$ cat src/lsu_pkg.sv
package lsu_pkg;

    localparam int num_lanes      = 4;
    localparam int xlen           = 32;
    localparam int word_bytes     = 4;
    localparam int align_bits     = 2;
    localparam int word_addr_bits = 30;
    localparam int wid_bits       = 2;
    localparam int pc_bits        = 30;
    localparam int reg_bits       = 5;
    localparam int offset_bits    = 12;

    // wsize encoding: 0 byte, 1 half, 2 word
    typedef struct packed {
        logic       is_fence;
        logic       is_unsigned;
        logic [1:0] wsize;
    } lsu_op_t;

    typedef struct packed {
        logic [wid_bits-1:0]                  wid;
        logic [pc_bits-1:0]                   pc;
        logic [num_lanes-1:0]                 tmask;
        logic                                 wb;
        logic [reg_bits-1:0]                  rd;
        lsu_op_t                              op;
        logic                                 is_store;
        logic [offset_bits-1:0]               offset;
        logic [num_lanes-1:0][xlen-1:0]       rs1_data;
        logic [num_lanes-1:0][xlen-1:0]       rs2_data;
    } exec_req_t;

    // everything the response path needs to rebuild the commit
    typedef struct packed {
        logic [wid_bits-1:0]                  wid;
        logic [pc_bits-1:0]                   pc;
        logic                                 wb;
        logic [reg_bits-1:0]                  rd;
        lsu_op_t                              op;
        logic [num_lanes-1:0][align_bits-1:0] align;
    } lsu_tag_t;

    typedef struct packed {
        logic                                 rw;
        logic                                 flush;
        logic [num_lanes-1:0]                 mask;
        logic [num_lanes-1:0][word_addr_bits-1:0] addr;
        logic [num_lanes-1:0][word_bytes-1:0] byteen;
        logic [num_lanes-1:0][xlen-1:0]       data;
        lsu_tag_t                             tag;
    } mem_req_t;

    typedef struct packed {
        logic [num_lanes-1:0]                 mask;
        logic [num_lanes-1:0][xlen-1:0]       data;
        lsu_tag_t                             tag;
    } mem_rsp_t;

    typedef struct packed {
        logic [wid_bits-1:0]                  wid;
        logic [pc_bits-1:0]                   pc;
        logic [num_lanes-1:0]                 tmask;
        logic                                 wb;
        logic [reg_bits-1:0]                  rd;
        logic [num_lanes-1:0][xlen-1:0]       data;
    } commit_t;

endpackage

$ cat src/lsu_skid_buffer.sv
module lsu_skid_buffer #(
    parameter type payload_t = lsu_pkg::commit_t
) (
    input  logic     clk,
    input  logic     reset,
    input  logic     valid_in,
    input  payload_t data_in,
    output logic     ready_in,
    output logic     valid_out,
    output payload_t data_out,
    input  logic     ready_out
);

    logic     skid_valid;
    payload_t skid_data;

    // second entry only fills while the output is stalled
    assign ready_in = ~skid_valid;

    always_ff @(posedge clk) begin
        if (reset) begin
            valid_out  <= 1'b0;
            skid_valid <= 1'b0;
        end else if (~valid_out || ready_out) begin
            if (skid_valid) begin
                valid_out  <= 1'b1;
                skid_valid <= 1'b0;
            end else begin
                valid_out <= valid_in;
            end
        end else if (valid_in && ~skid_valid) begin
            skid_valid <= 1'b1;
        end
    end

    always_ff @(posedge clk) begin
        if (~valid_out || ready_out) begin
            data_out <= skid_valid ? skid_data : data_in;
        end
        if (valid_in && ~skid_valid) begin
            skid_data <= data_in;
        end
    end

    a_hold_stable: assert property (
        @(posedge clk) disable iff (reset)
        valid_out && ~ready_out |=> valid_out && $stable(data_out)
    ) else $error("skid buffer output changed while stalled");

endmodule

$ cat src/lsu_req_format.sv
module lsu_req_format (
    input  logic               exec_valid,
    input  lsu_pkg::exec_req_t exec_req,
    output lsu_pkg::mem_req_t  mem_req
);

    logic [lsu_pkg::xlen-1:0]      offset_ext;
    logic [lsu_pkg::num_lanes-1:0][lsu_pkg::xlen-1:0]       full_addr;
    logic [lsu_pkg::num_lanes-1:0][lsu_pkg::align_bits-1:0] align;

    assign offset_ext = {
        {(lsu_pkg::xlen - lsu_pkg::offset_bits){exec_req.offset[lsu_pkg::offset_bits-1]}},
        exec_req.offset
    };

    always_comb begin
        mem_req       = '0;
        mem_req.rw    = exec_req.is_store;
        mem_req.flush = exec_req.op.is_fence;
        mem_req.mask  = exec_req.tmask;

        for (int i = 0; i < lsu_pkg::num_lanes; i++) begin
            full_addr[i] = exec_req.rs1_data[i] + offset_ext;
            align[i]     = full_addr[i][lsu_pkg::align_bits-1:0];
            mem_req.addr[i] = full_addr[i][lsu_pkg::xlen-1:lsu_pkg::align_bits];

            case (exec_req.op.wsize)
                2'd0: mem_req.byteen[i] = lsu_pkg::word_bytes'(1) << align[i];
                2'd1: mem_req.byteen[i] = align[i][1] ? 4'b1100 : 4'b0011;
                default: mem_req.byteen[i] = '1;
            endcase

            // move the store bytes up to their lane position
            mem_req.data[i] = exec_req.rs2_data[i] << {align[i], 3'b000};
        end

        mem_req.tag.wid   = exec_req.wid;
        mem_req.tag.pc    = exec_req.pc;
        mem_req.tag.wb    = exec_req.wb;
        mem_req.tag.rd    = exec_req.rd;
        mem_req.tag.op    = exec_req.op;
        mem_req.tag.align = align;
    end

    // misaligned accesses are not split, so they must never reach here
    for (genvar i = 0; i < lsu_pkg::num_lanes; i++) begin : g_align_chk
        a_aligned: assert final (
            ~(exec_valid && exec_req.tmask[i] && ~exec_req.op.is_fence)
            || (exec_req.op.wsize == 2'd0)
            || (exec_req.op.wsize == 2'd1 && ~align[i][0])
            || (align[i] == '0)
        ) else $error("misaligned access lane %0d pc %h wsize %0d",
                      i, exec_req.pc, exec_req.op.wsize);
    end

endmodule

$ cat src/lsu_issue_ctrl.sv
module lsu_issue_ctrl (
    input  logic               clk,
    input  logic               reset,
    input  logic               exec_valid,
    input  lsu_pkg::exec_req_t exec_req,
    output logic               exec_ready,
    output logic               mem_req_valid,
    input  logic               mem_req_ready,
    input  logic               fence_done,
    output logic               store_valid,
    output lsu_pkg::commit_t   store_commit,
    input  logic               store_ready
);

    logic             fence_lock;
    logic             req_is_fence;
    logic             req_is_store;
    logic             store_buf_ready;
    logic             store_buf_valid;
    logic             store_ok;
    logic             mem_fire;
    lsu_pkg::commit_t store_entry;

    assign req_is_fence = exec_req.op.is_fence;
    assign req_is_store = exec_req.is_store;

    // a store needs room in the commit buffer before it may leave
    assign store_ok = ~req_is_store || store_buf_ready;

    assign mem_req_valid = exec_valid && ~fence_lock && store_ok;
    assign exec_ready    = mem_req_ready && ~fence_lock && store_ok;
    assign mem_fire      = mem_req_valid && mem_req_ready;

    // enqueue in the same cycle the store goes to memory
    assign store_buf_valid = mem_fire && req_is_store;

    always_ff @(posedge clk) begin
        if (reset) begin
            fence_lock <= 1'b0;
        end else if (mem_fire && req_is_fence) begin
            fence_lock <= 1'b1;
        end else if (fence_done) begin
            fence_lock <= 1'b0;
        end
    end

    always_comb begin
        store_entry       = '0;
        store_entry.wid   = exec_req.wid;
        store_entry.pc    = exec_req.pc;
        store_entry.tmask = exec_req.tmask;
    end

    lsu_skid_buffer #(
        .payload_t (lsu_pkg::commit_t)
    ) store_buf (
        .clk       (clk),
        .reset     (reset),
        .valid_in  (store_buf_valid),
        .data_in   (store_entry),
        .ready_in  (store_buf_ready),
        .valid_out (store_valid),
        .data_out  (store_commit),
        .ready_out (store_ready)
    );

    // nothing issues between a fence and its response
    a_fence_block: assert property (
        @(posedge clk) disable iff (reset)
        mem_fire && req_is_fence |=> (~mem_fire && ~exec_ready) until_with fence_done
    ) else $error("request issued while a fence was outstanding");

endmodule

$ cat src/lsu_rsp_format.sv
module lsu_rsp_format (
    input  logic              clk,
    input  logic              reset,
    input  logic              mem_rsp_valid,
    input  lsu_pkg::mem_rsp_t mem_rsp,
    output logic              mem_rsp_ready,
    output logic              fence_done,
    output logic              load_valid,
    output lsu_pkg::commit_t  load_commit,
    input  logic              load_ready
);

    lsu_pkg::lsu_tag_t tag;
    lsu_pkg::commit_t  rsp_entry;
    logic [lsu_pkg::num_lanes-1:0][15:0] lane_half;
    logic [lsu_pkg::num_lanes-1:0][7:0]  lane_byte;

    assign tag        = mem_rsp.tag;
    assign fence_done = mem_rsp_valid && mem_rsp_ready && tag.op.is_fence;

    always_comb begin
        rsp_entry       = '0;
        rsp_entry.wid   = tag.wid;
        rsp_entry.pc    = tag.pc;
        rsp_entry.tmask = mem_rsp.mask;
        // fences never write a register
        rsp_entry.wb    = tag.wb && ~tag.op.is_fence;
        rsp_entry.rd    = tag.rd;

        for (int i = 0; i < lsu_pkg::num_lanes; i++) begin
            lane_half[i] = tag.align[i][1] ? mem_rsp.data[i][31:16] : mem_rsp.data[i][15:0];
            lane_byte[i] = tag.align[i][0] ? lane_half[i][15:8] : lane_half[i][7:0];

            case (tag.op.wsize)
                2'd0: rsp_entry.data[i] = tag.op.is_unsigned
                                        ? {24'd0, lane_byte[i]}
                                        : {{24{lane_byte[i][7]}}, lane_byte[i]};
                2'd1: rsp_entry.data[i] = tag.op.is_unsigned
                                        ? {16'd0, lane_half[i]}
                                        : {{16{lane_half[i][15]}}, lane_half[i]};
                default: rsp_entry.data[i] = mem_rsp.data[i];
            endcase
        end
    end

    lsu_skid_buffer #(
        .payload_t (lsu_pkg::commit_t)
    ) rsp_buf (
        .clk       (clk),
        .reset     (reset),
        .valid_in  (mem_rsp_valid),
        .data_in   (rsp_entry),
        .ready_in  (mem_rsp_ready),
        .valid_out (load_valid),
        .data_out  (load_commit),
        .ready_out (load_ready)
    );

endmodule

$ cat src/lsu_commit_arb.sv
module lsu_commit_arb (
    input  logic             clk,
    input  logic             reset,
    input  logic             store_valid,
    input  lsu_pkg::commit_t store_commit,
    output logic             store_ready,
    input  logic             load_valid,
    input  lsu_pkg::commit_t load_commit,
    output logic             load_ready,
    output logic             commit_valid,
    output lsu_pkg::commit_t commit,
    input  logic             commit_ready
);

    logic out_free;
    logic last_store;
    logic grant_store;
    logic grant_load;

    assign out_free = ~commit_valid || commit_ready;

    // the side that won last gives way on a tie
    assign grant_store = out_free && store_valid && (~load_valid || ~last_store);
    assign grant_load  = out_free && load_valid && (~store_valid || last_store);

    assign store_ready = grant_store;
    assign load_ready  = grant_load;

    always_ff @(posedge clk) begin
        if (reset) begin
            commit_valid <= 1'b0;
            last_store   <= 1'b0;
        end else begin
            if (out_free) begin
                commit_valid <= grant_store || grant_load;
            end
            if (grant_store) begin
                last_store <= 1'b1;
            end else if (grant_load) begin
                last_store <= 1'b0;
            end
        end
    end

    always_ff @(posedge clk) begin
        if (grant_store) begin
            commit <= store_commit;
        end else if (grant_load) begin
            commit <= load_commit;
        end
    end

    // a side left waiting wins the next grant
    a_store_yields: assert property (
        @(posedge clk) disable iff (reset)
        grant_store && load_valid |=> ~grant_store
    ) else $error("store granted again while a load was waiting");

    a_load_yields: assert property (
        @(posedge clk) disable iff (reset)
        grant_load && store_valid |=> ~grant_load
    ) else $error("load granted again while a store was waiting");

endmodule

$ cat src/lsu_slice.sv
module lsu_slice (
    input  logic               clk,
    input  logic               reset,

    input  logic               exec_valid,
    input  lsu_pkg::exec_req_t exec_req,
    output logic               exec_ready,

    output logic               mem_req_valid,
    output lsu_pkg::mem_req_t  mem_req,
    input  logic               mem_req_ready,

    input  logic               mem_rsp_valid,
    input  lsu_pkg::mem_rsp_t  mem_rsp,
    output logic               mem_rsp_ready,

    output logic               commit_valid,
    output lsu_pkg::commit_t   commit,
    input  logic               commit_ready
);

    logic             fence_done;
    logic             store_valid;
    logic             store_ready;
    lsu_pkg::commit_t store_commit;
    logic             load_valid;
    logic             load_ready;
    lsu_pkg::commit_t load_commit;

    lsu_req_format req_format (
        .exec_valid (exec_valid),
        .exec_req   (exec_req),
        .mem_req    (mem_req)
    );

    lsu_issue_ctrl issue_ctrl (
        .clk           (clk),
        .reset         (reset),
        .exec_valid    (exec_valid),
        .exec_req      (exec_req),
        .exec_ready    (exec_ready),
        .mem_req_valid (mem_req_valid),
        .mem_req_ready (mem_req_ready),
        .fence_done    (fence_done),
        .store_valid   (store_valid),
        .store_commit  (store_commit),
        .store_ready   (store_ready)
    );

    lsu_rsp_format rsp_format (
        .clk           (clk),
        .reset         (reset),
        .mem_rsp_valid (mem_rsp_valid),
        .mem_rsp       (mem_rsp),
        .mem_rsp_ready (mem_rsp_ready),
        .fence_done    (fence_done),
        .load_valid    (load_valid),
        .load_commit   (load_commit),
        .load_ready    (load_ready)
    );

    lsu_commit_arb commit_arb (
        .clk          (clk),
        .reset        (reset),
        .store_valid  (store_valid),
        .store_commit (store_commit),
        .store_ready  (store_ready),
        .load_valid   (load_valid),
        .load_commit  (load_commit),
        .load_ready   (load_ready),
        .commit_valid (commit_valid),
        .commit       (commit),
        .commit_ready (commit_ready)
    );

endmodule

$ cat config.mk
export PLATFORM = sky130hd
export DESIGN_NAME = lsu_slice
export DESIGN_NICKNAME = d
export VERILOG_FILES = /design/src/lsu_pkg.sv /design/src/lsu_skid_buffer.sv /design/src/lsu_req_format.sv /design/src/lsu_issue_ctrl.sv /design/src/lsu_rsp_format.sv /design/src/lsu_commit_arb.sv /design/src/lsu_slice.sv
export SDC_FILE = /design/constraint.sdc
export NUM_CORES = 1
export LEC_CHECK = 0
export BUFFER_PORTS_ARGS = -buffer_cell sky130_fd_sc_hd__buf_4
export CAP_MARGIN = 25
export CELL_PAD_IN_SITES_DETAIL_PLACEMENT = 1
export CELL_PAD_IN_SITES_GLOBAL_PLACEMENT = 2
export CORE_AREA = 2 2 390 392
export DETAILED_ROUTE_END_ITERATION = 12
export DIE_AREA = 0 0 392 394
export GPL_TIMING_DRIVEN = 0
export PLACE_DENSITY = 0.6
export SYNTH_ARGS = -nofsm -noshare
export SYNTH_HDL_FRONTEND = slang
export SYNTH_SLANG_ARGS = --single-unit
$ cat constraint.sdc
create_clock -name clk -period 19.38 [get_ports clk]
set_input_delay 3.876 -clock clk [delete_from_list [all_inputs] [get_ports clk]]
set_output_delay 3.876 -clock clk [all_outputs]
set_load 0.01 [all_outputs]
==> results.cfg <==
[drt]
dr.pass1.iters = 4
vias_per_cell = 4.50
wl_um = 163000
vias = 26200
ant_nets = 0
drc = 0
wire_per_inst_um = 28.0
drt_iter0_markers = 1231

[floorplan]
core_sq_um = 151000
die_w_um = 392
die_y_um = 394
rows = 143
start_util = 0.216
ios = 997
die_area_sq_um = 154000

[cells_and_area]
drive_above_1_share = 0.381
syn2layout_area_growth_pct = 38.7
layout_common_cells = 1040 x buf_4, 582 x edfxtp_1, 242 x mux2_2, 182 x and2_1, 178 x a21oi_1
final_common_cell = buf_4
instances_no_fill = 5816
final_nets = 4361

[worst_setup_path]
path_buf_inv = 6
crit_arrival_ps = 7580
path_class = input port to primary output
crit_chain = buf_4 > ha_1 > inv_1 > fa_1 > clkbuf_1 > buf_1 > clkbuf_1 > a211oi_1 > a21oi_1 > buf_4
cp-start-kind = input port
worstPathRequired_ps = 15500
r2r_cells = 5
worst-path-stages = 10
crit_end = mem_req[78]
worst_r2r_startpoint = rsp_format.rsp_buf.skid_valid
slowest_delay_ps = 790
reg2reg_to = rsp_format.rsp_buf.data_out[52]
critPathCaptureType = primary output
cp_slowest_cell = a21oi_1
worst-path-max-fanout = 10
cpLargestDelayFamily = buffers and inverters
setup.worst_path.start = exec_req[256]
worst-r2r-setup-slack_ps = 16460

[clock_tree]
htree_levels = 2
cts_resized = 0
cts_buffers = 59
insertion_delay_ps = 640
cts_root_buf = clkbuf_16
cts_hold_buf = 0
clock_path_buffers = 3
cts_post_setup_buffers_inserted = 0
cts.sinks = 589
clk_pin_slew_ps = 60
cts_tree = yes

[yosys]
synthAdderAreaFrac = 0.0502
synth_top_family_by_area = compound AO/OA/AOI/OAI gates
synth_cells = 2648
synth_area_sq_um = 32500
synthSimpleGateAreaFrac = 0.0961
post_synth.cell_area_avg_sq_um = 12.3
ys_seq_elements = 589
async_reset_ff_frac = 0
synth-edff-count = 582
ys_seq_area_frac = 0.542
synth_compound_area_frac = 0.137
yosysWarnings = 0
synth_xor_xnor_area_share = 0.0296
synth_cell_types = 78
synth_fp_nets = 3279
synth_ff_type = edfxtp_1
yosys-mux-area-fraction = 0.114

[timing]
finalHoldViolCount = 0
final.setup.tns_ps = 0
tightest_slew_ps = 1230
fmax_mhz = 87.3
whs_ps = 500
finalMaxSlewViolations = 0
rsz0062_at_grt = false
period_needed_ps = 11450
finClkSkew_ps = 35.4
relSlewSlack = 0.172
setup_viol = 0
fin_crit_sh = 0.591

[run_status]
outcome = finished clean

[global_route]
antenna_found_initial = 35
global_route.usage.total = 0.203
grt.overflow.total = 0
grt_pass1_wl_um = 222000
grt_start_max_net_pins = 46
grt_pass1_vias = 27600

[hold_path]
min_path_type = flip-flop to flip-flop

[pwr]
total_power_uw = 3860
power.switching_uw = 1190
pwr-share-comb = 0.285
leakagePower_uw = 0.0188
powerDensity_nw_per_um2 = 85.5
ir_worst_vdd_mv = 0.0696
switching_share = 0.308
pwr-share-seq = 0.405
p_clk_frac = 0.310
intPower_uw = 2670

[placed_design]
io_buffers = 987
hpwl_um = 135000
routabilityCongestion = 0.921
dp.cells = 5697

[job]
drv_cap = 0
stage by stage:
step           setup slack, ps  area (sq um)  utilization
2_1_floorplan             2560         32500            -
3_3_place_gp             -7200         42500        0.282
3_5_place_dp              7740         43100        0.286
4_1_cts                   7750         45100        0.299
5_1_grt                   7800         45100        0.299
6_report                  7930         45100        0.299
synthesized netlist by cell type, drive strengths merged, types with 18 or more instances:
cell,instances,area share
nor3,23,0.0035
xnor2,71,0.019
clkbuf,102,0.012
ha,124,0.048
o22a,33,0.0089
a221o,34,0.010
xor2,39,0.011
o21ai,97,0.015
nor2b,57,0.011
a21o,116,0.027
inv,51,0.0059
edfxtp,582,0.54
o21a,19,0.0044
o21bai,23,0.0053
a21oi,178,0.027
mux2,242,0.084
nand3,18,0.0028
nand2,104,0.012
mux2i,97,0.030
and2,183,0.035
nor2,166,0.019
buf,71,0.014
nand2b,19,0.0037
a211oi,54,0.013
flip-flops by register name (all words and copies together) (netlist names), 36 cells and up:
signal	cells
commit_arb.commit	170
rsp_format.rsp_buf.data_out	170
rsp_format.rsp_buf.skid_data	170
issue_ctrl.store_buf.data_out	36
issue_ctrl.store_buf.skid_data	36
power groups by stage:
stage	Clock [uW]	Combinational [uW]	Sequential, uW
2_1_floorplan	0	460	1620
3_3_place_gp	0	1090	1620
3_5_place_dp	0	1110	1590
4_1_cts	1230	1110	1560
5_1_grt	1270	1170	1570
6_report	1200	1100	1560
area by class of cell:
type                       count  area (sq um)
inverter                      51           191
tap                         2030          2540
clock inverter                38           435
timing repair buffer        1021          8030
fill                       16900        106000
multi-input combinational   1835         13900
buffer                       173           835
antenna                        9          22.5
sequential                   589         17600
clock buffer                  70          1540
metal layers:
| metal | vias to the layer above | track usage | share of wire |
|---|---|---|---|
| met5 | - | 0 | 0.0015 |
| met4 | 40 | 0.0753 | 0.039 |
| met3 | 194 | 0.0651 | 0.079 |
| met2 | 743 | 0.356 | 0.50 |
| met1 | 13100 | 0.227 | 0.38 |
| li1 | 12100 | - | - |
cells by family (layout without fill, tap and decap cells):
group	Yosys count	in the layout
AOI/OAI and AO/OA	647	647
adders and majority gates	128	128
DFF	589	589
and+or+nand+nor	611	611
other	0	9
xor gates and xnor gates	110	110
buffers and inverters	224	1353
muxes	339	339
tightest hold or removal path, delay by kind of cell, from the launching register on:
family / cells / cell delay [ps]
simple gates: 1 / 70
flops: 1 / 330
compound gates: 1 / 70
worst min path at each step:
| stage | start | endpoint | slack [ps] | depth (start not counted) |
|---|---|---|---|---|
| CTS | rsp_format.rsp_buf.data_out[118] | commit_arb.commit[118] | 510 | 1 |
| global placement | issue_ctrl.fence_lock | issue_ctrl.fence_lock | 480 | 2 |
| floorplan | issue_ctrl.fence_lock | issue_ctrl.fence_lock | 470 | 2 |
| global route | rsp_format.rsp_buf.data_out[57] | commit_arb.commit[57] | 530 | 1 |
| detailed placement | issue_ctrl.fence_lock | issue_ctrl.fence_lock | 490 | 2 |
| finish | issue_ctrl.fence_lock | issue_ctrl.fence_lock | 500 | 2 |
No activity file was read; power rests on OpenSTA's default activity.
